===== src/rtl/vec_pkg.sv =====
package vec_pkg;

    // Frontend and issue widths
    parameter int ISSUE_LANE = 4;
    parameter int NUM_ISSUE  = 2;

    // Vector shape with LMUL fixed at 1
    parameter int VLEN      = 64;
    parameter int SEW       = 8;
    parameter int NUM_ELEM  = VLEN / SEW;
    parameter int NUM_VREG  = 32;
    parameter int REG_IDX_W = 5;
    parameter int XLEN      = 32;

    parameter int CQ_DEPTH = 8;

    typedef enum logic [2:0] {
        VMV_VX    = 3'd0,
        VADD_VV   = 3'd1,
        VADD_VX   = 3'd2,
        VSUB_VV   = 3'd3,
        VSADDU_VV = 3'd4,
        VAND_VV   = 3'd5
    } vec_op_e;

    // Command as offered by the scalar core
    typedef struct packed {
        vec_op_e              op;
        logic [REG_IDX_W-1:0] vd;
        logic [REG_IDX_W-1:0] vs1;
        logic [REG_IDX_W-1:0] vs2;
        logic [XLEN-1:0]      scalar;
    } vec_cmd_t;

    // Issued micro-op with operand vectors already read
    typedef struct packed {
        vec_op_e              op;
        logic [REG_IDX_W-1:0] vd;
        logic [VLEN-1:0]      src1;
        logic [VLEN-1:0]      src2;
        logic [SEW-1:0]       scalar;
    } vec_uop_t;

    // ALU result
    typedef struct packed {
        logic [REG_IDX_W-1:0] vd;
        logic [VLEN-1:0]      data;
        logic                 sat_op;
        logic                 sat;
    } vec_res_t;

    typedef struct packed {
        logic [REG_IDX_W-1:0] vd;
        logic [VLEN-1:0]      data;
    } vec_rt_t;

endpackage


===== src/rtl/vec_alu.sv =====
`timescale 1ns/100ps

module vec_alu (
    input  logic                                       clk,
    input  logic                                       rst_n,
    input  logic [vec_pkg::NUM_ISSUE-1:0]              issue_valid,
    input  vec_pkg::vec_uop_t [vec_pkg::NUM_ISSUE-1:0] issue_uop,
    output logic [vec_pkg::NUM_ISSUE-1:0]              alu_valid,
    output vec_pkg::vec_res_t [vec_pkg::NUM_ISSUE-1:0] alu_res
);

    vec_pkg::vec_res_t [vec_pkg::NUM_ISSUE-1:0] res;

    always_comb begin
        logic [vec_pkg::SEW-1:0] a;
        logic [vec_pkg::SEW-1:0] b;
        logic [vec_pkg::SEW:0]   sum;
        for (int s = 0; s < vec_pkg::NUM_ISSUE; s++) begin
            res[s].vd     = issue_uop[s].vd;
            res[s].data   = '0;
            res[s].sat_op = issue_uop[s].op == vec_pkg::VSADDU_VV;
            res[s].sat    = 1'b0;
            for (int e = 0; e < vec_pkg::NUM_ELEM; e++) begin
                a   = issue_uop[s].src1[e*vec_pkg::SEW +: vec_pkg::SEW];
                b   = issue_uop[s].src2[e*vec_pkg::SEW +: vec_pkg::SEW];
                sum = {1'b0, a} + {1'b0, b};
                case (issue_uop[s].op)
                    vec_pkg::VMV_VX:  res[s].data[e*vec_pkg::SEW +: vec_pkg::SEW] = issue_uop[s].scalar;
                    vec_pkg::VADD_VX: res[s].data[e*vec_pkg::SEW +: vec_pkg::SEW] = b + issue_uop[s].scalar;
                    vec_pkg::VADD_VV: res[s].data[e*vec_pkg::SEW +: vec_pkg::SEW] = sum[vec_pkg::SEW-1:0];
                    // vs2 minus vs1
                    vec_pkg::VSUB_VV: res[s].data[e*vec_pkg::SEW +: vec_pkg::SEW] = b - a;
                    vec_pkg::VSADDU_VV: begin
                        res[s].data[e*vec_pkg::SEW +: vec_pkg::SEW] =
                            sum[vec_pkg::SEW] ? '1 : sum[vec_pkg::SEW-1:0];
                        res[s].sat = res[s].sat | sum[vec_pkg::SEW];
                    end
                    vec_pkg::VAND_VV: res[s].data[e*vec_pkg::SEW +: vec_pkg::SEW] = a & b;
                    default:          res[s].data[e*vec_pkg::SEW +: vec_pkg::SEW] = '0;
                endcase
            end
        end
    end

    always_ff @(posedge clk or negedge rst_n) begin
        if (!rst_n) begin
            alu_valid <= '0;
        end else begin
            alu_valid <= issue_valid;
        end
    end

    always_ff @(posedge clk) begin
        for (int s = 0; s < vec_pkg::NUM_ISSUE; s++) begin
            if (issue_valid[s]) begin
                alu_res[s] <= res[s];
            end
        end
    end

endmodule


===== config.mk =====
export PLATFORM = sky130hd
export DESIGN_NAME = vec_alu
export DESIGN_NICKNAME = d
export VERILOG_FILES = /design/src/rtl/vec_pkg.sv /design/src/rtl/vec_alu.sv
export SDC_FILE = /design/constraint.sdc
export NUM_CORES = 1
export LEC_CHECK = 0
export BUFFER_PORTS_ARGS = -buffer_cell sky130_fd_sc_hd__buf_4
export CORE_MARGIN = 2
export CORE_UTILIZATION = 60
export CTS_CLUSTER_SIZE = 24
export DETAILED_ROUTE_END_ITERATION = 12
export PLACE_DENSITY = 0.88
export RECOVER_POWER = 100
export SLEW_MARGIN = 15
export SYNTH_ARGS = -nofsm -noshare
export SYNTH_HDL_FRONTEND = slang
export SYNTH_SLANG_ARGS = --single-unit

===== constraint.sdc =====
create_clock -name clk -period 1.1 [get_ports clk]
set_input_delay 0.22 -clock clk [delete_from_list [all_inputs] [get_ports clk]]
set_output_delay 0.22 -clock clk [all_outputs]
set_load 0.02 [all_outputs]

==> metrics.md, run 1 <==
| Metric | Value |
|---|---|
| Outcome | `stopped before the end` |
| Halt Stage | `clock tree synthesis` |
| Log Error | `[ERROR DPL-0038] Utilization greater than 100%, impossible to legalize` |
| Area fraction in compound gates after synthesis | `29.3%` |
| Number of buffers created by CTS | `17` |
| Die height | `between 150 and 200 µm` |
| Sequential fraction of the synthesis area | `~25%` |
| EDFF count, synth | `142` |
| Final Wtd Congestion | `about 1.1` |
| Post-Synth XOR/XNOR Area | `a little under a tenth` |
| Cell count after synthesis | `between 2,000 and 2,500` |
| Std-Cell Rows | `just over 60` |
| CTS resizes | `approximately 500` |
| Root Buffer | `clkbuf_16` |
| Ys Warns | `0` |
| Simple-Gate Fraction of Synth Area | `between 10% and 20%` |
| Max Root-Sink Buffers | `2` |
| Main combinational cell family by area after synthesis | `compound AO/OA/AOI/OAI gates` |
| Cts hold-fix bufs | `11` |
| Total setup buffers inserted after CTS | `~120` |
| H-tree levels | `4` |
| Asr flop ratio synth | `~1.4%` |
| Placed inst area | `0.0267 mm²` |
| Syn Area/Cell | `approximately 8.7 µm²` |
| Synthesized cell area | `about 0.018 mm²` |
| PortBufs | `between 400 and 500` |
| IO Count | `~440` |
| Initial core utilization | `a little over 60%` |
| Dpl hpwl | `about 76,000 µm` |
| Synth unique cells | `62` |
| Seq cells post-synth | `144` |
| Chip width | `around 170 µm` |
| Mux cell area share after synthesis | `0.0572%` |
| Primary flip-flop cell chosen by synthesis mapping | `edfxtp_1` |
| Post-Synth Adder-Cell Area | `20.9%` |
| Syn_nets | `between 2,000 and 3,000` |
| Clock Sink Count | `around 140` |
-- synthesized netlist by cell type, types with 22 or more instances --
cell type / count / area (µm²)
nor3_1: 40 / 200
a221oi_1: 31 / 272
nand2b_1: 46 / 288
nor2_1: 134 / 503
fa_1: 32 / 641
edfxtp_1: 142 / 4260
ha_1: 242 / 3030
nor2b_1: 55 / 344
a21o_1: 76 / 571
a21oi_1: 215 / 1080
nand2_1: 107 / 402
nand3_1: 22 / 110
a211oi_1: 33 / 248
o221ai_1: 38 / 333
o211ai_1: 44 / 330
xnor2_1: 117 / 1020
o21a_1: 28 / 210
o21ai_0: 220 / 1100
clkbuf_1: 60 / 225
o2111ai_1: 25 / 219
xor2_1: 72 / 631
inv_1: 75 / 282
-- cells by family after synthesis --
logic type,count (synthesis)
AO/OA/AOI/OAI,800
XOR/XNOR,189
adder cells (fa/ha/maj),274
buffers and inverters,154
flip-flops,144
multiplexers,1
AND/OR/NAND/NOR,449
-- metrics by stage --
step / std cells / setup slack (ns) / hold WS, ns / utilization (%)
global placement: 3400 / -1.92 / 0.00316 / 93.1
floorplan: 2011 / -1.69 / -0.0756 / -
detailed placement: 3400 / -2.35 / 0.00451 / 93.1
==> run 2, diff against run 1 <==
CORE_UTILIZATION = 40   (was 60)
CTS_CLUSTER_SIZE = not set   (was 24)
PLACE_DENSITY = not set   (was 0.88)
PLACE_DENSITY_LB_ADDON = 0.15   (was not set)
==> run 2 against run 1 <==
  * The flow now finishes, with violations (setup timing)
  * Area after synthesis unchanged
  * Synthesized cell count stayed put
==> metrics.md, run 2 <==
| Metric | Value |
|---|---|
| Outcome | `finished with violations` |
| Failing checks | `setup timing` |
| Placed inst area | `0.0276 mm² (+3.2%)` |
| Crit. End Element | `flip-flop` |
| Dpl cells | `3,668 (+7.9%)` |
| Share of cells above drive strength 1 | `a little over half` |
| Max rail drop VDD | `between 1 and 1.5 mV` |
| # DRC | `0` |
| Syn_nets | `2,577 (unchanged)` |
| Most frequent cells in the layout | `buf_4 (949), buf_6 (237), ha_1 (191), a21oi_1 (161), edfxtp_1 (142)` |
| IO Count | `436 (unchanged)` |
| CP Launch Type | `primary input` |
| Worst path slowest cell | `and3b_2` |
| H-tree levels | `4 (unchanged)` |
| CTS tree | `done` |
| P per Cell Area | `1030 mW/mm²` |
| Antenna viol nets, final | `0` |
| Root Buffer | `clkbuf_16` |
| Number of buffers created by CTS | `17 (unchanged)` |
| Tcrit/Tclk final | `223%` |
| First-pass GRT wire length | `124,000 µm` |
| Initial DRC Count | `1,886` |
| Max Clock Freq | `roughly 410 MHz` |
| Sequential fraction of the synthesis area | `24.6% (unchanged)` |
| Primary flip-flop cell chosen by synthesis mapping | `edfxtp_1` |
| Worst-Margin Slew | `around 1.0 ns` |
| Synth cell count leaders | `ha_1 (242), o21ai_0 (220), a21oi_1 (215), edfxtp_1 (142), nor2_1 (134)` |
| Top-count cell post-synth | `ha_1` |
| Max_cap viols | `0` |
| Crit path max fanout | `5` |
| Chip width | `213 µm (+22%)` |
| Pwr Total | `about 33,000 µW` |
| Final Wtd Congestion | `1.01 (-7.5%)` |
| Die height | `213 µm (+22%)` |
| Initial antenna violation count | `7` |
| Post-synth top area share | `24.3% (unchanged)` |
| Routed length per placed instance | `roughly 22 µm` |
| Cell Count, Final, Fillers Out | `3,821` |
| Slowest Stage Delay on Critical Path | `approximately 0.36 ns` |
| Final number of setup-violating endpoints | `roughly 270` |
| Area growth, synth to finish | `82.9%` |
| Worst Hold Class | `in2async` |
| Cell count after synthesis | `2,011 (unchanged)` |
| DRT Pass-1 Iters | `6` |
| Worst path top cell family by delay | `compound AO/OA/AOI/OAI gates` |
| EDFF count, synth | `142 (unchanged)` |
| Rel. slew slack | `about a third` |
| Commonest non-fill, non-tap cell in the layout | `buf_4` |
| Worst Slack Setup Final | `-1.35 ns` |
| Final instance area | `approximately 0.032 mm²` |
| Dpl hpwl | `64,600 µm (-15%)` |
| Synth unique cells | `62 (unchanged)` |
| Worst path bufs/invs | `2` |
| Slew Viols, Final | `0` |
| Crit path DAT | `roughly 2.7 ns` |
| P_leak | `between 0.01 and 0.015 µW` |
| Die Area | `0.0455 mm²` |
| Final WL | `around 85,000 µm` |
| Fin. Hold Viols | `0` |
| Clock Sink Count | `144 (unchanged)` |
| PortBufs | `435 (unchanged)` |
| Ys Warns | `0 (unchanged)` |
| Vias per cell | `5.82` |
| Synthesized cell area | `0.0175 mm² (unchanged)` |
| Largest net degree at the start of global routing | `between 40 and 50` |
| Reg with most FFs | `alu_res` |
| CP required | `~1.3 ns` |
| Fin crit period | `roughly 2.5 ns` |
| RSZ-0062 raised after global routing | `yes` |
| Max FFs per register | `between 100 and 150` |
| Syn Area/Cell | `8.71 µm² (unchanged)` |
| GRT Total Usage | `a little over a third` |
| Synth area leaders | `edfxtp_1 (24%), ha_1 (17%), o21ai_0 (6.3%)` |
| Initial core utilization | `40.6% (-20 points)` |
| Std-Cell Rows | `76 (+23%)` |
| Setup CP Type | `in2reg` |
| Max Root-Sink Buffers | `2 (unchanged)` |
| Asr flop ratio synth | `1.39% (unchanged)` |
| Grt total ovfl | `0` |
| Largest regs | `alu_res: 142 flops, alu_valid: 2 flops` |
| Largest area contributor in the netlist | `edfxtp_1` |
| Core area | `between 0.04 and 0.05 mm²` |
| Clock transition at path regs | `about 0.070 ns` |
| Cells along the critical path | `buf_6 > and3b_2 > nor2_4 > buf_12 > a21o_1 > ha_4 > fa_2 > nor2b_1 > o21ai_1 > nand2b_1 > a31oi_1 > xnor2_1 > a221oi_2 > o211ai_1` |
| Fin nets | `3,785` |
| Seq cells post-synth | `144 (unchanged)` |
| Final Util | `74.2%` |
| Vias in the first global route | `22,525` |
| Vias post-DR | `between 20,000 and 25,000` |
## run 2: cell counts after synthesis
No cell type changed its count.
## run 2: power by group
group          internal [µW]  switching [µW]
logic                   9880            9130
registers               7040             494
clock network           3590            2700
total                  20500           12300
## run 2: cells by family (layout without fill, tap and decap cells)
logic type	after synthesis	after routing	synth area share, %
AOI/OAI and AO/OA	800	800	29.3
and+or+nand+nor	449	450	12.3
adders and majority gates	274	274	20.9
xor gates and xnor gates	189	189	9.45
buffers and inverters	154	1374	3.35
DFF	144	144	24.6
muxes	1	1	0.0572
other	0	4	0
## run 2: per-stage QoR
stage	setup TNS, ns	hold slack (ns)	setup slack, ns
CTS	-138.88	0.0320	-1.17
floorplan	-157.84	-0.0756	-1.69
global route	-158.20	0.0652	-1.42
detailed placement	-194.27	0.00537	-1.87
finish	-145.14	0.0418	-1.35
global placement	-189.17	0.00300	-1.76
## run 2: cell type report
type / count / area [µm²]
Sequential cell: 144 / 4310
Tap cell: 585 / 732
Antenna cell: 4 / 10.0
Inverter: 76 / 290
Timing Repair Buffer: 1266 / 10900
Multi-Input combinational cell: 1714 / 15200
Clock buffer: 21 / 450
Fill cell: 3080 / 11100
Clock inverter: 11 / 140
## run 2: worst max path at each step
| stage | end | from | cells after the start | slack [ns] |
|---|---|---|---|---|
| after floorplan | alu_res[8] | issue_uop[141] | 16 | -1.69 |
| after global placement | alu_res[8] | issue_uop[142] | 14 | -1.76 |
| after detailed placement | alu_res[38] | issue_uop[142] | 14 | -1.87 |
| after CTS | alu_res[48] | issue_uop[143] | 14 | -1.17 |
| after global routing | alu_res[63] | issue_uop[0] | 14 | -1.42 |
| final | alu_res[48] | issue_uop[143] | 14 | -1.35 |
## run 2: layer usage
metal  share of wire [%]  vias up  wire length (µm)  track usage [%]
met5               0.056        -                48                0
met1                  40    10672             33700             45.1
li1                    -    10065                 -                -
met4                 6.3        6              5330             20.8
met2                  45     1193             38700             58.0
met3                 8.7      315              7400             6.90
## run 2: timing repair
item | CTS | global route
setup endpoints to repair | 275 | 276
pin swaps | 271 | 227
hold endpoints to repair | 12 | 0
gates cloned | 1 | 0
gates resized for setup | 469 | 220
setup buffers | 73 | 52
hold buffers | 11 | 0
(Power assumes the default switching activity.)
