**config.mk**
```make
export PLATFORM = sky130hd
export DESIGN_NAME = vec_retire
export DESIGN_NICKNAME = d
export VERILOG_FILES = /design/src/rtl/vec_pkg.sv /design/src/rtl/vec_retire.sv
export SDC_FILE = /design/constraint.sdc
export NUM_CORES = 1
export LEC_CHECK = 0
export ABC_AREA = 1
export BUFFER_PORTS_ARGS = -buffer_cell sky130_fd_sc_hd__buf_2
export CORE_AREA = 10 10 159 161
export DETAILED_ROUTE_END_ITERATION = 8
export DIE_AREA = 0 0 169 171
export PLACE_DENSITY = 0.53
export SYNTH_ARGS = -nofsm -noshare
export SYNTH_HDL_FRONTEND = slang
export SYNTH_SLANG_ARGS = --single-unit
```
**constraint.sdc**
```tcl
create_clock -name clk -period 1.1 [get_ports clk]
set_input_delay 0.275 -clock clk [delete_from_list [all_inputs] [get_ports clk]]
set_output_delay 0.275 -clock clk [all_outputs]
set_load 0.01 [all_outputs]
```
**src/rtl/vec_pkg.sv**
```systemverilog
package vec_pkg;

    // Frontend and issue widths
    parameter int ISSUE_LANE = 4;
    parameter int NUM_ISSUE  = 2;

    // Vector shape with LMUL fixed at 1
    parameter int VLEN      = 64;
    parameter int SEW       = 8;
    parameter int NUM_ELEM  = VLEN / SEW;
    parameter int NUM_VREG  = 32;
    parameter int REG_IDX_W = 5;
    parameter int XLEN      = 32;

    parameter int CQ_DEPTH = 8;

    typedef enum logic [2:0] {
        VMV_VX    = 3'd0,
        VADD_VV   = 3'd1,
        VADD_VX   = 3'd2,
        VSUB_VV   = 3'd3,
        VSADDU_VV = 3'd4,
        VAND_VV   = 3'd5
    } vec_op_e;

    // Command as offered by the scalar core
    typedef struct packed {
        vec_op_e              op;
        logic [REG_IDX_W-1:0] vd;
        logic [REG_IDX_W-1:0] vs1;
        logic [REG_IDX_W-1:0] vs2;
        logic [XLEN-1:0]      scalar;
    } vec_cmd_t;

    // Issued micro-op with operand vectors already read
    typedef struct packed {
        vec_op_e              op;
        logic [REG_IDX_W-1:0] vd;
        logic [VLEN-1:0]      src1;
        logic [VLEN-1:0]      src2;
        logic [SEW-1:0]       scalar;
    } vec_uop_t;

    // ALU result
    typedef struct packed {
        logic [REG_IDX_W-1:0] vd;
        logic [VLEN-1:0]      data;
        logic                 sat_op;
        logic                 sat;
    } vec_res_t;

    typedef struct packed {
        logic [REG_IDX_W-1:0] vd;
        logic [VLEN-1:0]      data;
    } vec_rt_t;

endpackage

```
**src/rtl/vec_retire.sv**
```systemverilog
`timescale 1ns/100ps

module vec_retire (
    input  logic                                       clk,
    input  logic                                       rst_n,
    input  logic [vec_pkg::NUM_ISSUE-1:0]              alu_valid,
    input  vec_pkg::vec_res_t [vec_pkg::NUM_ISSUE-1:0] alu_res,
    output logic [vec_pkg::NUM_ISSUE-1:0]              wr_valid,
    output vec_pkg::vec_rt_t [vec_pkg::NUM_ISSUE-1:0]  wr_data,
    output logic [vec_pkg::NUM_ISSUE-1:0]              rt_valid,
    output vec_pkg::vec_rt_t [vec_pkg::NUM_ISSUE-1:0]  rt,
    output logic                                       wr_vxsat_valid,
    output logic                                       wr_vxsat
);

    vec_pkg::vec_rt_t [vec_pkg::NUM_ISSUE-1:0] rec;
    logic [vec_pkg::NUM_ISSUE-1:0]             sat_op_vld;
    logic [vec_pkg::NUM_ISSUE-1:0]             sat_hit;

    always_comb begin
        for (int s = 0; s < vec_pkg::NUM_ISSUE; s++) begin
            rec[s].vd     = alu_res[s].vd;
            rec[s].data   = alu_res[s].data;
            sat_op_vld[s] = alu_valid[s] && alu_res[s].sat_op;
            sat_hit[s]    = sat_op_vld[s] && alu_res[s].sat;
        end
    end

    // VRF update at the same edge as the retire strobe
    assign wr_valid = alu_valid;
    assign wr_data  = rec;

    always_ff @(posedge clk or negedge rst_n) begin
        if (!rst_n) begin
            rt_valid       <= '0;
            wr_vxsat_valid <= 1'b0;
            wr_vxsat       <= 1'b0;
        end else begin
            rt_valid       <= alu_valid;
            wr_vxsat_valid <= |sat_op_vld;
            wr_vxsat       <= |sat_hit;
        end
    end

    always_ff @(posedge clk) begin
        rt <= rec;
    end

    // Holds only if decode pops in order and the pipe keeps slot order
    a_rt_prefix: assert property (@(posedge clk) disable iff (!rst_n)
        rt_valid inside {2'b00, 2'b01, 2'b11})
        else $error("vec_retire: retire slots out of order %b", rt_valid);

endmodule

```
Word level (Yosys, flattened, before mapping)
Cells that the tools add are included.
{"block": "totals", "output_inout_bits": 282, "latchBits": 0, "ram_bits": 0, "rom_bits": 0, "mem_count": 0, "reg_bits": 142, "inputBits": 146}
{"block": "op_classes", "multipliers": 0, "n_eq_ne": 0, "bitwise": 0, "shifts": 0, "div": 0, "muxes": 0, "n_addsub": 0, "n_reduce_logical": 6, "order_cmp": 0}
{"cell": "$logic_and A1 B1 Y1", "n": 4}
{"cell": "$reduce_or A2 Y1", "n": 2}

Longest topological paths before layout
Gate-level depths: netlist (run 1).
{"block": "depth", "word_depth": 3, "depth_mapped": 2, "mapped_depth_nobuf": 2}

Worst setup path before layout (run 1)
OpenSTA, ideal clock, no wires.
{"block": "synth_path", "path_kind": "in2out", "start": "input port alu_res[2] (netlist bit)", "end": "output port wr_data[0] (netlist bit)", "arrival_ns": 0.394, "n_path_buf": 1, "path_stages": 1, "slack_ns": 0.431, "path_cell_list": "buf_4"}
{"item": "start: declaration", "line": "vec_retire.sv:7", "source": "input vec_pkg::vec_res_t [vec_pkg::NUM_ISSUE-1:0] alu_res,"}
{"item": "end: declaration", "line": "vec_retire.sv:9", "source": "output vec_pkg::vec_rt_t [vec_pkg::NUM_ISSUE-1:0] wr_data,"}
No word-level cell between the ends.

Worst setup path in the final report (run 1)
{"block": "layout_path", "start": "register wr_vxsat", "end": "output port wr_vxsat"}
{"item": "start: declaration", "line": "vec_retire.sv:13", "source": "output logic wr_vxsat"}
{"item": "start signal: assignment", "line": "vec_retire.sv:41", "source": "wr_vxsat <= |sat_hit;"}
No word-level cell between the ends.

==> reports/qor.csv, run 1 <==
stage;metric;value;unit
yosys;ys_types;5;
worst_setup_path;crit_chain;buf_2;
place;place.port_buffers;427;
hold_path;hold_class;in -> reg;
power;powerDensity;1650;nW/um2
place;dp_hpwl;12700;um
floorplanning;core;22200;um2
floorplanning;io_pins;428;
cts;max-clock-path-buffers;2;
route;antenna_left;0;
power;p_leak;0.00394;uW
finish;layout_common_cells;buf_2 (343), dlygate4sd3_1 (138), buf_6 (84), dfxtp_2 (82), dfxtp_1 (56);
worst_setup_path;crit_fanout;1;
route;firstDrtPassIters;5;
finish;mostFrequentLayoutCell;buf_2;
finish;area_growth;103;%
yosys;syn-cell-area;3940;um2
worst_setup_path;max_stage_delay;360;ps
global_routing;antenna_found_initial;0;
cts;clk_pin_slew_worst_paths;60;ps
sta;tns;-1710;ps
sta;finalHoldViolCount;0;
route;viasPerCell;3.35;
cts;clkSinkCount;142;
route;first_iter_violations;79;
worst_setup_path;start_kind;register;
route;routed_wl;16600;um
worst_setup_path;critical_path_buf_inv_count;1;
run_status;violations;setup timing;
cts;cts-root-buf;clkbuf_16;
sta;max_freq;846;MHz
yosys;yosysWarnings;0;
floorplanning;dieArea;28900;um2
global_routing;grt_max_degree;17;
place;place_congestion;0.848;
yosys;synth_simple_gate_area_share;0.635;%
sta;slew_headroom;88.3;%
yosys;syn_inst;288;
finish;nNetsFinal;878;
cts;h-tree-depth;4;
global_routing;gr-total-overflow;0;
global_routing;grt_pass1_wl;23400;um
route;wl_per_cell;16.1;um
yosys;syn_avg_cell_area;13.7;um2
sta;maxSlewViolCount;0;
sta;fin_crit;1180;ps
finish;finalNonFillerCells;1030;
yosys;synth_mux_area_share;0;%
worst_setup_path;cp_slowest_cell;dfrtp_1;
route;via_count;3452;
worst_setup_path;crit_family;flip-flops;
global_routing;track_usage;10.5;%
floorplanning;die_w;169;um
sta;min_period_over_period;107;%
yosys;synth_xor_area_share;0;%
route;drc;0;
sta;rsz0062_at_grt;yes;
worst_setup_path;worstSetupPathType;reg -> out;
sta;worst_pin_slew;175;ps
sta;setup_ws;-82.0;ps
power;vdd_ir_drop_max;0.719;mV
place;placedCellCount;860;
cts;cts_inserted_buffers;17;
run_status;outcome;complete, but fails checks;
cts;cts_tree;yes;
floorplanning;die_y;171;um
yosys;seq_area_frac_synth;72.7;%
global_routing;grt_pass1_vias;4099;
job;cap_viol_max_count;0;
yosys;synth_top_family_by_area;buffers and inverters;
finish;drive_above_1_share;72.5;%
floorplanning;row_count;55;
finish;num_antenna_cells;0;
worst_setup_path;worstPathArrival;910;ps
yosys;ys_ff_latch;142;
floorplanning;initial_core_util;17.7;%
cts;post_cts_buffers;0;
yosys;synth_fp_nets;434;
worst_setup_path;crit_path_end_kind;primary output;
yosys;synth-compound-area-share;0;%
sta;setup_viol;135;
yosys;yosys.area_share.adder;0;%
worst_setup_path;cp.required;820;ps
[metrics by stage]
stage | power [uW] | util, % | hold WS [ps] | instance area, um2 | setup WS, ps
after global routing | 13800 | 36.0 | 4.95 | 8000 | -129
after floorplan | 6290 | - | -20.6 | 3940 | 431
final | 13200 | 36.0 | 30.2 | 8000 | -82.0
after detailed placement | 6870 | 24.2 | 84.7 | 5380 | 272
after global placement | 6860 | 24.2 | 85.2 | 5380 | 271
after CTS | 13300 | 34.5 | 3.73 | 7680 | -109
[metal layers]
layer	routed length (um)	global-route usage (%)	part of all wire, %	up-vias
li1	-	-	-	1644
met1	5660	9.86	34	1605
met2	9280	19.4	56	199
met3	1600	5.18	9.6	4
met4	90	3.79	0.54	0
met5	0	0	0	-
[Yosys cell counts (all sizes together)]
| cell type | count | area share (%) |
|---|---|---|
| buf | 140 | 27 |
| dfrtp | 4 | 2.5 |
| dfxtp | 138 | 70 |
| nand2 | 4 | 0.38 |
| nand3 | 2 | 0.25 |
[where the power goes]
| part | internal, uW | leakage, uW | switching, uW | total [uW] |
|---|---|---|---|---|
| clock network | 3520 | 0.000279 | 2310 | 5820 |
| logic | 1050 | 0.00245 | 758 | 1800 |
| registers | 5460 | 0.00121 | 107 | 5560 |
| total | 10000 | 0.00394 | 3170 | 13200 |
[final timing paths]
path | endpoint | cells after the start | slack (ps) | startpoint
worst max-delay path | wr_vxsat | 1 | -80 | wr_vxsat
max in group asynchronous | wr_vxsat | 2 | 770 | rst_n
worst min-delay path | rt[72] | 1 | 30 | alu_res[76]
min in group asynchronous | rt_valid[1] | 2 | 200 | rst_n
[logic make-up after synthesis]
| kind of cell | after synthesis |
|---|---|
| AND/OR/NAND/NOR | 6 |
| buffers and inverters | 140 |
| flip-flops | 142 |
[layout make-up]
| cell class | instances | area [um2] |
|---|---|---|
| multi-input cells | 6 | 25.0 |
| fillers | 2151 | 14200 |
| clock buffers | 19 | 454 |
| flip-flops and latches | 142 | 2970 |
| clock inverters | 13 | 150 |
| well taps | 285 | 357 |
| repair buffers | 565 | 4040 |
[sequential cells by signal, summed over array words and instances, names as in the netlist]
name / count
wr_vxsat: 1
rt: 138
wr_vxsat_valid: 1
rt_valid: 2
[timing repair]
action / CTS / global route
hold buffers: 138 / 0
setup endpoints to repair: 142 / 142
resized for setup: 92 / 85
hold endpoints to repair: 141 / 0
No activity file was read; power rests on OpenSTA's default activity.
==> run 2, diff against run 1 <==
--- a/config.mk
+++ b/config.mk
@@ -7,10 +7,11 @@
 export LEC_CHECK = 0
 export ABC_AREA = 1
 export BUFFER_PORTS_ARGS = -buffer_cell sky130_fd_sc_hd__buf_2
-export CORE_AREA = 10 10 159 161
+export CORE_AREA = 2 2 167 169
+export CTS_BUF_LIST = sky130_fd_sc_hd__clkbuf_4 sky130_fd_sc_hd__clkbuf_8
 export DETAILED_ROUTE_END_ITERATION = 8
 export DIE_AREA = 0 0 169 171
-export PLACE_DENSITY = 0.53
+export PLACE_DENSITY = 0.47
 export SYNTH_ARGS = -nofsm -noshare
 export SYNTH_HDL_FRONTEND = slang
 export SYNTH_SLANG_ARGS = --single-unit
==> reports/qor.csv, run 2 (synthesis results as in run 1) <==
stage;metric;value;unit
global_routing;grt.busiest_layer;met2;
global_routing;antenna_found_initial;0;
global_routing;grtUsageMet2;15.0;%
job;cap_viol_max_count;0;
finish;final_area;7740;um2
hold_path;hold_depth;3;
worst_setup_path;cp.required;820;ps
floorplanning;io_pins;428;
place;dp_hpwl;9170;um
finish;drive_above_1_share;69.5;%
worst_setup_path;crit_family;flip-flops;
sta;fin_crit;1190;ps
sta;slew_headroom;88.0;%
cts;max-clock-path-buffers;2;
global_routing;grt_max_degree;17;
route;via_count;3458;
cts;post_cts_buffers;0;
cts;clkSinkCount;142;
finish;layout_common_cells;buf_2 (366), dlygate4sd3_1 (141), dfxtp_1 (77), buf_6 (61), dfxtp_2 (61);
route;firstDrtPassIters;4;
cts;h-tree-depth;4;
worst_setup_path;crit_path_end_kind;primary output;
floorplanning;core;27300;um2
sta;max_freq;838;MHz
floorplanning;die_y;171;um
sta;setup_viol;142;
power;vdd_ir_drop_max;0.715;mV
route;antenna_left;0;
sta;rsz0062_at_grt;yes;
worst_setup_path;cp_slowest_cell;dfrtp_1;
sta;setup_ws;-93.5;ps
finish;nFillCells;2830;
finish;largest_reg_flops;138;
finish;area_growth;96.6;%
global_routing;track_usage;7.99;%
worst_setup_path;critical_path_buf_inv_count;1;
global_routing;gr-usage-met3;2.71;%
worst_setup_path;crit_fanout;1;
finish;mostFrequentLayoutCell;buf_2;
global_routing;grt_pass1_wl;16900;um
cts;cts-root-buf;clkbuf_8;
worst_setup_path;cp_num_cells;1;
route;drc;0;
run_status;outcome;complete, but fails checks;
sta;maxSlewViolCount;0;
finish;num_antenna_cells;0;
run_status;violations;setup timing;
power;powerDensity;1510;nW/um2
global_routing;grt_use_met1;7.95;%
cts;cts_tree;yes;
floorplanning;die_w;169;um
floorplanning;initial_core_util;14.4;%
place;place_congestion;0.720;
place;dpl_cell_area;5460;um2
finish;largestRegisters;rt x138, rt_valid x2;
place;place.port_buffers;427;
floorplanning;dieArea;28900;um2
finish;finalNonFillerCells;1094;
route;routed_wl;13000;um
worst_setup_path;worstSetupPathType;reg -> out;
finish;nNetsFinal;881;
sta;finalHoldViolCount;0;
finish;final_util;28.3;%
route;first_iter_violations;47;
power;p_leak;0.00384;uW
global_routing;grt_pass1_vias;3187;
cts;clk_pin_slew_worst_paths;90;ps
route;viasPerCell;3.16;
worst_setup_path;start_kind;register;
sta;worst_pin_slew;180;ps
finish;largest_register;rt;
sta;min_period_over_period;108;%
worst_setup_path;crit_chain;buf_2;
floorplanning;row_count;61;
hold_path;hold_class;in -> reg;
place;placedCellCount;921;
route;wl_per_cell;11.9;um
worst_setup_path;worstPathArrival;920;ps
worst_setup_path;max_stage_delay;360;ps
global_routing;gr-total-overflow;0;
cts;cts_inserted_buffers;17;
## run 2: cell type report
cell class	instances	area [um2]	share of cell area [%]
timing repair buffer	568	3930	50.8
sequential	142	2940	38.0
tap	346	433	5.59
clock buffer	19	255	3.30
clock inverter	13	161	2.08
multi-input combinational	6	25.0	0.323
## run 2: worst paths after layout
kind / startpoint / end / slack, ps
max: rt_valid[0] / rt_valid[0] / -90
min: alu_res[71] / wr_vxsat / 80
max in group asynchronous: rst_n / wr_vxsat / 780
min in group asynchronous: rst_n / rt_valid[0] / 180
## run 2: power breakdown
part           switching [uW]  leakage [uW]  internal [uW]
logic                     712       0.00242           1000
clock network            2080      0.000214           2340
registers                93.3       0.00121           5440
total                    2890       0.00384           8780
## run 2: what timing repair did
| item | CTS | global route |
|---|---|---|
| endpoints found under the setup margin | 142 | 142 |
| hold endpoints to repair | 144 | 0 |
| resized for setup | 47 | 80 |
| hold buffers | 141 | 0 |
## run 2: per-layer routing
metal  routed length [um]  up-vias
met5                    0        -
met2                 7090      208
met4                  171        0
li1                     -     1642
met3                  965        5
met1                 4770     1603
## run 2: per-stage QoR
stage          hold WS (ps)  setup WS [ps]  TNS, ps  total power (uW)
3_5_place_dp           94.8            283        0              6800
5_1_grt                41.6           -168   -14830             12300
2_1_floorplan         -20.6            431        0              6290
4_1_cts                26.9           -146   -12190             11800
3_3_place_gp           96.3            287        0              6810
6_report               77.9          -93.5    -4350             11700
