===== src/rtl/fifo_4w2r.sv =====
`timescale 1ns/100ps

module fifo_4w2r #(
    parameter int DWIDTH = 8,
    parameter int DEPTH  = 8
) (
    input  logic                       clk,
    input  logic                       rst_n,
    input  logic [3:0]                 push,
    input  logic [3:0][DWIDTH-1:0]     in_data,
    input  logic [1:0]                 pop,
    output logic [1:0][DWIDTH-1:0]     out_data,
    output logic [3:0]                 ready,
    output logic [$clog2(DEPTH+1)-1:0] count
);

    localparam int PTR_W = $clog2(DEPTH);
    localparam int CNT_W = $clog2(DEPTH + 1);

    logic [DWIDTH-1:0] mem [DEPTH];
    logic [PTR_W-1:0]  wr_ptr;
    logic [PTR_W-1:0]  rd_ptr;
    logic [CNT_W-1:0]  free;
    logic [3:0]        push_acc;
    logic [2:0]        push_num;
    logic [1:0]        pop_num;

    // Pointer advance with wrap at DEPTH
    function automatic logic [PTR_W-1:0] ptr_add(input logic [PTR_W-1:0] p, input int n);
        int s;
        s = int'(p) + n;
        if (s >= DEPTH) begin
            s = s - DEPTH;
        end
        return PTR_W'(s);
    endfunction

    assign free = CNT_W'(DEPTH) - count;

    // Lane k is ready with at least k+1 free entries
    always_comb begin
        for (int k = 0; k < 4; k++) begin
            ready[k] = free > CNT_W'(k);
        end
    end

    assign push_acc = push & ready;
    assign push_num = 3'($countones(push_acc));
    assign pop_num  = 2'($countones(pop));

    always_comb begin
        for (int i = 0; i < 2; i++) begin
            out_data[i] = mem[ptr_add(rd_ptr, i)];
        end
    end

    always_ff @(posedge clk) begin
        for (int i = 0; i < 4; i++) begin
            if (push_acc[i]) begin
                mem[ptr_add(wr_ptr, i)] <= in_data[i];
            end
        end
    end

    always_ff @(posedge clk or negedge rst_n) begin
        if (!rst_n) begin
            wr_ptr <= '0;
            rd_ptr <= '0;
            count  <= '0;
        end else begin
            wr_ptr <= ptr_add(wr_ptr, int'(push_num));
            rd_ptr <= ptr_add(rd_ptr, int'(pop_num));
            count  <= count + CNT_W'(push_num) - CNT_W'(pop_num);
        end
    end

    a_push_prefix: assert property (@(posedge clk) disable iff (!rst_n)
        push inside {4'b0000, 4'b0001, 4'b0011, 4'b0111, 4'b1111})
        else $error("fifo_4w2r: push lanes not a prefix %b", push);

    a_pop_prefix: assert property (@(posedge clk) disable iff (!rst_n)
        (pop inside {2'b00, 2'b01, 2'b11}) && (CNT_W'(pop_num) <= count))
        else $error("fifo_4w2r: bad pop %b with count %0d", pop, count);

endmodule


===== config.mk =====
export PLATFORM = sky130hd
export DESIGN_NAME = fifo_4w2r
export DESIGN_NICKNAME = d
export VERILOG_FILES = /design/src/rtl/fifo_4w2r.sv
export SDC_FILE = /design/constraint.sdc
export NUM_CORES = 1
export LEC_CHECK = 0
export BUFFER_PORTS_ARGS = -buffer_cell sky130_fd_sc_hd__buf_2
export CORE_MARGIN = 2
export CORE_UTILIZATION = 45
export CTS_BUF_LIST = sky130_fd_sc_hd__clkbuf_8
export DETAILED_ROUTE_END_ITERATION = 10
export GPL_ROUTABILITY_DRIVEN = 0
export SLEW_MARGIN = 20
export SYNTH_ARGS = -nofsm -noshare
export SYNTH_HDL_FRONTEND = slang
export SYNTH_SLANG_ARGS = --single-unit

===== constraint.sdc =====
create_clock -name clk -period 5.6 [get_ports clk]
set_input_delay 1.12 -clock clk [delete_from_list [all_inputs] [get_ports clk]]
set_output_delay 1.12 -clock clk [all_outputs]
set_load 0.03 [all_outputs]

== Word-level counts from Yosys, hierarchy flattened ==
Memories as Yosys holds them, arrays and structs flattened.
Index checks and enable logic that the tools add are counted.

* Register bits: 10
* Memory bits (writable): 64
* Input port bits: 40
* Output and inout port bits: 24
* Logic and storage cells: 58
* Memories: 1

{| class="wikitable"
|+ Memory list
! name !! depth !! width !! read ports !! clocked after Yosys merged registers in !! write ports !! RTL line !! source
|-
| mem || 8 || 8 || 2 || 0 || 4 || 20 || <nowiki>logic [DWIDTH-1:0] mem [DEPTH];</nowiki>
|}

* $add $sub $neg: 21
* Order comparisons: 12
* Multiplexer cells: 20
* Bitwise operators: 1

{| class="wikitable"
|+ Operator list
! kind !! count
|-
| 2-to-1 mux 3 bit || 12
|-
| greater-or-equal comparator 4 bit, second input constant || 6
|-
| subtractor 3 x 1 -> 3 bit, second input constant || 8
|-
| adder 3 x 1 -> 4 bit, second input constant || 2
|-
| adder 3 x 2 -> 4 bit, second input constant || 2
|-
| greater-or-equal comparator 3 x 4 -> 1 bit, second input constant || 2
|-
| greater-than comparator 4 x 1 -> 1 bit, second input constant || 2
|-
| greater-than comparator 4 x 2 -> 1 bit, second input constant || 2
|-
| 2-to-1 mux 1 bit || 8
|-
| adder 1 x 1 -> 2 bit || 3
|-
| adder 3 x 2 -> 4 bit || 1
|-
| adder 3 x 3 -> 4 bit || 1
|-
| adder 4 x 3 -> 4 bit || 1
|-
| bitwise AND 4 bit || 1
|-
| subtractor 4 x 2 -> 4 bit || 1
|-
| subtractor 4 bit, first input constant || 1
|-
| adder 2 x 2 -> 3 bit || 1
|}

== Depth between registers and ports, before layout ==
Gate-level depths: netlist of the first run.

* Depth in word-level cells: 8
* Depth in mapped cells: 17

== Worst setup path before layout of the first run ==
OpenSTA, ideal clock, no wires.

* Path kind: reg-to-reg
* Start: register count[1]
* End: register count[3]
* Library setup time: 124 ps
* Arrival: 4,472 ps
* Path slack: 1,004 ps
* Cell stages (with the launch flop): 18
* Buffers on the path: 1
* Cells stage by stage: dfrtp_1 > inv_1 > ha_1 > nand2b_1 > nor3_4 > buf_2 > nor2_1 > and2_1 > fa_1 > ha_1 > ha_1 > inv_1 > fa_1 > inv_1 > ha_1 > a21o_1 > a21oi_1 > xnor2_1

* Cells in the longest elaborated chain, start to end: 7

{| class="wikitable"
|+ Ends and longest elaborated chain
! element !! RTL line !! source
|-
| start: declaration || 14 || <nowiki>output logic [$clog2(DEPTH+1)-1:0] count</nowiki>
|-
| start signal: assignment || 73 || <nowiki>count <= count + CNT_W'(push_num) - CNT_W'(pop_num);</nowiki>
|-
| subtractor 4 bit || 38 || <nowiki>assign free = CNT_W'(DEPTH) - count;</nowiki>
|-
| greater-than comparator 4 x 2 -> 1 bit || 43 || <nowiki>ready[k] = free > CNT_W'(k);</nowiki>
|-
| named net ready[3] || 13 || <nowiki>output logic [3:0] ready,</nowiki>
|-
| bitwise AND 4 bit || 47 || <nowiki>assign push_acc = push & ready;</nowiki>
|-
| adder 1 x 1 -> 2 bit (implied by the code) || 48 || <nowiki>assign push_num = 3'($countones(push_acc));</nowiki>
|-
| adder 2 x 2 -> 3 bit (implied by the code) || 48 ||
|-
| adder 4 x 3 -> 4 bit || 73 ||
|-
| subtractor 4 x 2 -> 4 bit || 73 ||
|}

The timed path passes the listed nets, and every way through them passes these cells.

== Worst setup path after layout of the first run ==
* Start: register count[1]
* End: register count[3]

* Cells in the longest elaborated chain, start to end: 7

{| class="wikitable"
|+ Ends and longest elaborated chain
! element !! RTL line
|-
| subtractor 4 bit || 38
|-
| greater-than comparator 4 x 1 -> 1 bit / greater-than comparator 4 x 2 -> 1 bit (equally long branches) || 43
|-
| bitwise AND 4 bit || 47
|-
| adder 1 x 1 -> 2 bit (implied by the code) || 48
|-
| adder 2 x 2 -> 3 bit (implied by the code) || 48
|-
| adder 4 x 3 -> 4 bit * || 73
|-
| subtractor 4 x 2 -> 4 bit * || 73
|}

Mark *: on every way between the ends. The rest lies on a longest branch, timed or not.

==> impl_metrics.json, run 1 <==
{
  "yosys.area.top_type": "edfxtp_1",
  "hold_buffers": 0,
  "finalHoldViolations": 0,
  "synth_edf_count": 64,
  "timing.setup.tns_ns": 0,
  "end_kind": "flip-flop",
  "drtPass1Iterations": 6,
  "syn_area_per_cell_um2": 11.65,
  "dieArea_um2": 14210,
  "area_growth_pct": 9.487,
  "antenna_found_initial": 0,
  "arrival_ns": 4.65,
  "cts_tree": "yes",
  "synth_area_leaders": "edfxtp_1, mux4_2, mux2i_1",
  "start_kind": "flip-flop",
  "setup-violations-final": 0,
  "yosysWarnings": 0,
  "synth.cell_area_um2": 5974,
  "first_iter_violations": 606,
  "track_usage": 0.2725,
  "wl_per_cell_um": 25.69,
  "post_cts_buffers": 0,
  "post-dp-hpwl_um": 13000,
  "syn_nets": 575,
  "clock_latency_ns": 0.38,
  "cts-resized-gates": 0,
  "cp_cell_sequence": "inv_1, ha_1, nand2b_1, nor3_4, buf_4, o21ai_1, and2_1, fa_1, ha_1, ha_1, inv_1, fa_1, inv_1, ha_1, a21o_1, a21oi_1, xnor2_1",
  "finalCriticalPeriod_ns": 4.340,
  "n_fill_cell": 1179,
  "slew_viol_final": 0,
  "cts_root_buf": "clkbuf_8",
  "numCtsBuffers": 9,
  "min_path_type": "in2async",
  "drive_gt1_frac": 0.2960,
  "dieWidth_um": 119.2,
  "rows": 42,
  "rsz0062_at_grt": "no",
  "num_io_pins": 64,
  "crit_type": "reg2reg",
  "synth_cell_types": 46,
  "portBuffers": 63,
  "ys_ff_latch": 74,
  "required_ns": 5.91,
  "synth_top_area_frac": 0.3217,
  "viasPerCell": 6.592,
  "syn_inst": 513,
  "clock-sinks": 74,
  "critical_path.max_fanout": 18,
  "timing.final.crit_share": 0.7749,
  "wl_um": 18750,
  "grt_pass1_vias": 4755,
  "multi_input_area_um2": 3485,
  "clk_pin_slew_ns": 0.08,
  "cp.buffers_inverters": 4,
  "core_um2": 13090,
  "start_util": 0.4566,
  "crit_top_cell": "ha_1",
  "cts_max_level": 3,
  "max_freq_mhz": 230.4,
  "grt_max_degree": 34,
  "crit_family": "adder cells",
  "cap_violations": 0,
  "yosysSeqAreaShare": 0.3636,
  "fp.dieH_um": 119.2,
  "antenna_cells": 0,
  "grt-ovfl-total": 0,
  "most-common-layout-cells": "nor2_1, mux2i_1, a221oi_1, edfxtp_1, buf_2",
  "slew_headroom": 0.2515,
  "clock_path_buffers": 2,
  "drc": 0,
  "synth-async-reset-ratio": 0.1351,
  "seqCellArea_um2": 2172,
  "nets": 611,
  "synth_ff_type": "edfxtp_1",
  "cpMaxStageDelayCell": "fa_1",
  "final_common_cell": "nor2_1",
  "vias": 4812,
  "finClkSkew_ns": 0.01379,
  "worst_pin_slew_ns": 1.118,
  "critical-path-max-stage-delay_ns": 0.54,
  "status": "complete, no violations",
  "ant_nets": 0,
  "grt_pass1_wl_um": 28520
}
cells in the mapped netlist (all sizes together) (4+ instances only):
cell and n:
mux2 16, or4 7, and2 4, a21oi 7, edfxtp 64, a221oi 64, dfrtp 10, nor3 10
buf 15, clkbuf 32, mux4 32, xor2 4, nor4 7, nor3b 4, ha 17, nand3 4
nor2 69, nand2b 5, inv 30, o211ai 4, xnor2 7, mux2i 64, fa 5, nand2 13
o31a 4
flip-flops by register name, summed over array words and instances, names as in the netlist:
| register | cells |
|---|---|
| count | 4 |
| wr_ptr | 3 |
| rd_ptr | 3 |
| mem | 64 |
path summary, 6_finish.rpt:
kind	endpoint	startpoint	slack [ns]	depth (start not counted)
worst min-delay path	rd_ptr[1]	rst_n	0.59	1
min in group clk	wr_ptr[2]	wr_ptr[2]	0.68	1
worst max-delay path	count[3]	count[1]	1.26	17
worst max register to register	count[3]	count[1]	1.26	17
worst min register to register	wr_ptr[2]	wr_ptr[2]	0.68	1
max in group asynchronous	count[0]	rst_n	4.81	1
area by class of cell:
cell class | count | share of cell area
clock buffer | 9 | 0.01894
clock inverter | 7 | 0.006886
inverter | 30 | 0.01722
multi-input combinational | 362 | 0.5327
sequential | 74 | 0.3321
tap | 176 | 0.03366
timing repair buffer | 72 | 0.05853
stage by stage:
| step | setup WS [ns] | hold slack [ns] | instances | instance area (um2) | utilization |
|---|---|---|---|---|---|
| finish | 1.260 | 0.5939 | 730 | 6541 | 0.4999 |
| global route | 0.9860 | 0.6160 | 730 | 6541 | 0.4999 |
| CTS | 1.271 | 0.5988 | 730 | 6538 | 0.4996 |
| detailed placement | 1.288 | 0.6771 | 714 | 6369 | 0.4867 |
| global placement | 1.459 | 0.6647 | 712 | 6346 | 0.4850 |
| floorplan | 1.004 | 0.5050 | 513 | 5974 | - |
per-layer routing:
metal / track usage / vias up / routed length (um)
met2: 0.4310 / 303 / 8846
met3: 0.04933 / 55 / 1755
met4: 0.1324 / 0 / 716
met5: 0 / - / 0
li1: - / 2091 / -
met1: 0.3623 / 2363 / 7434
cells by family (layout without fill, tap and decap cells):
family,Yosys count,in the layout,share of synthesized area
AOI/OAI and AO/OA,90,90,0.1330
muxes,112,112,0.2580
xor gates and xnor gates,11,11,0.01613
buffers and inverters,77,118,0.05508
and+or+nand+nor,127,127,0.1219
DFF,74,74,0.3636
adders and majority gates,22,22,0.05236
Power of run 1 is not shown: default switching activity piles up to over one toggle a cycle in this logic, so the estimate is an artifact.
==> run 2: changes to the inputs <==
--- a/config.mk
+++ b/config.mk
@@ -11,6 +11,7 @@
 export CTS_BUF_LIST = sky130_fd_sc_hd__clkbuf_8
 export DETAILED_ROUTE_END_ITERATION = 10
 export GPL_ROUTABILITY_DRIVEN = 0
+export PLACE_DENSITY = 0.66
 export SLEW_MARGIN = 20
 export SYNTH_ARGS = -nofsm -noshare
 export SYNTH_HDL_FRONTEND = slang
==> constraint.sdc (replaced) <==
create_clock -name clk -period 3.6 [get_ports clk]
set_input_delay 0.72 -clock clk [delete_from_list [all_inputs] [get_ports clk]]
set_output_delay 0.72 -clock clk [all_outputs]
set_load 0.03 [all_outputs]
==> run 2 against run 1 <==
Compared with the run above: the run now ends with setup timing left; sequential cell count unchanged; non-clock buffer count increased by 48; critical path type unchanged; register-to-register slack got worse by 1.3 ns; highest routed layer unchanged; setup slack got worse by 1.3 ns; critical path depth decreased by 2; fmax increased by 20%; hold slack got worse by 0.39 ns; largest cell class unchanged.
==> impl_metrics.json, run 2 (synthesized netlist as in run 1, its figures left out) <==
{
  "status": "finished, violations left",
  "violations": "setup timing",
  "required_ns": 3.89,
  "r2r-start": "count[0]",
  "cts_max_level": 3,
  "arrival_ns": 3.90,
  "top_register": "mem",
  "clock-sinks": 74,
  "numCtsBuffers": 9,
  "critical_path.max_fanout": 5,
  "drc": 0,
  "grt_max_degree": 34,
  "critical_path.startpoint": "count[0]",
  "cts_root_buf": "clkbuf_8",
  "r2r-end": "count[3]",
  "grt_pass1_wl_um": 30980,
  "drtPass1Iterations": 6,
  "largest_register_ffs": 64,
  "cap_violations": 0,
  "area_growth_pct": 17.03,
  "nets": 659,
  "crit_family": "adder cells",
  "clock_latency_ns": 0.37,
  "dieArea_um2": 14210,
  "post-dp-hpwl_um": 14210,
  "clock_path_buffers": 2,
  "fp.dieH_um": 119.2,
  "min_path_type": "in2async",
  "drive_gt1_frac": 0.3777,
  "n_fill_cell": 1134,
  "clk_pin_slew_ns": 0.08,
  "ff2ff_setup_slack_ns": -0.01,
  "dieWidth_um": 119.2,
  "start_kind": "flip-flop",
  "viasPerCell": 6.598,
  "vias": 5127,
  "core_um2": 13090,
  "first_iter_violations": 773,
  "most-common-layout-cells": "nor2_1, mux2i_1, a221oi_1, edfxtp_1, buf_2",
  "max_freq_mhz": 276.8,
  "slew_headroom": 0.4645,
  "finClkSkew_ns": 0.01250,
  "antenna_found_initial": 0,
  "finalHoldViolations": 0,
  "slew_viol_final": 0,
  "crit_type": "reg2reg",
  "portBuffers": 63,
  "hold_buffers": 0,
  "ant_nets": 0,
  "final_common_cell": "nor2_1",
  "wl_per_cell_um": 25.97,
  "rows": 42,
  "start_util": 0.4566,
  "grt_pass1_vias": 5262,
  "wl_um": 20180,
  "critical-path-max-stage-delay_ns": 0.52,
  "rsz0062_at_grt": "yes",
  "worst_slack_ns": -0.01314,
  "timing.setup.tns_ns": -0.01314,
  "num_io_pins": 64,
  "cp.buffers_inverters": 3,
  "cpMaxStageDelayCell": "fa_1",
  "biggestRegsByFlops": "mem (64), count (4)",
  "setup-violations-final": 1,
  "cp_cell_sequence": "buf_6, o21a_4, nor3_4, o21ai_2, and2_4, fa_1, ha_2, ha_4, inv_2, fa_1, inv_1, ha_1, a21o_1, a21oi_2, xnor2_1",
  "track_usage": 0.2940,
  "finalCriticalPeriod_ns": 3.613,
  "worstRegToRegCells": 15,
  "end_kind": "flip-flop",
  "antenna_cells": 0,
  "worst_pin_slew_ns": 0.7966,
  "crit_top_cell": "fa_1",
  "cts_tree": "yes",
  "grt-ovfl-total": 0,
  "timing.final.crit_share": 1.004
}
run 2: stage by stage:
stage	util	cells	worst slack (ns)	instance area (um2)	hold WS [ns]
after floorplan	-	513	-0.5392	6041	0.4244
after global placement	0.5152	755	0.02428	6741	0.5897
after detailed placement	0.5152	755	-0.03554	6741	0.6024
after CTS	0.5295	770	-0.03399	6928	0.2126
after global routing	0.5343	777	-0.1769	6992	0.2216
final	0.5343	777	-0.01314	6992	0.2066
run 2: repair_timing:
| action | 4_1_cts | 5_1_grt |
|---|---|---|
| buffers inserted | 0 | 7 |
| endpoints found under the setup margin | 1 | 3 |
| pin swaps | 2 | 2 |
| gates resized for setup | 1 | 4 |
| endpoints found under the hold margin | 0 | 0 |
run 2: layer usage:
layer | track usage | share of wire
met3 | 0.08381 | 0.12
met2 | 0.4486 | 0.46
met4 | 0.1570 | 0.053
met5 | 0 | 0
met1 | 0.3789 | 0.37
run 2: final cells by class:
type                            count  area [um2]  area share
Clock inverter                      6       60.06    0.008590
Tap cell                          176       220.2     0.03150
Multi-Input combinational cell    362        3536      0.5057
Sequential cell                    74        2175      0.3110
Timing Repair Buffer              120       759.5      0.1086
Inverter                           30       117.6     0.01682
Clock buffer                        9       123.9     0.01772
run 2: worst reg2reg max path, cell delays in order, from the launching register on:
cell and delay, ns:
dfrtp_2 0.46, buf_6 0.14, o21a_4 0.22, nor3_4 0.27, o21ai_2 0.10, and2_4 0.15, fa_1 0.44, ha_2 0.20
ha_4 0.27, inv_2 0.04, fa_1 0.52, inv_1 0.05, ha_1 0.28, a21o_1 0.16, a21oi_2 0.14, xnor2_1 0.12
run 2: worst max path at each step:
stage | depth (start not counted) | endpoint | slack [ns]
after floorplan | 17 | count[3] | -0.54
after global placement | 16 | count[3] | 0.02
after detailed placement | 16 | count[3] | -0.04
after CTS | 15 | count[3] | -0.03
after global routing | 16 | count[3] | -0.18
final | 15 | count[3] | -0.01
Power of run 2 is left out for the same reason.
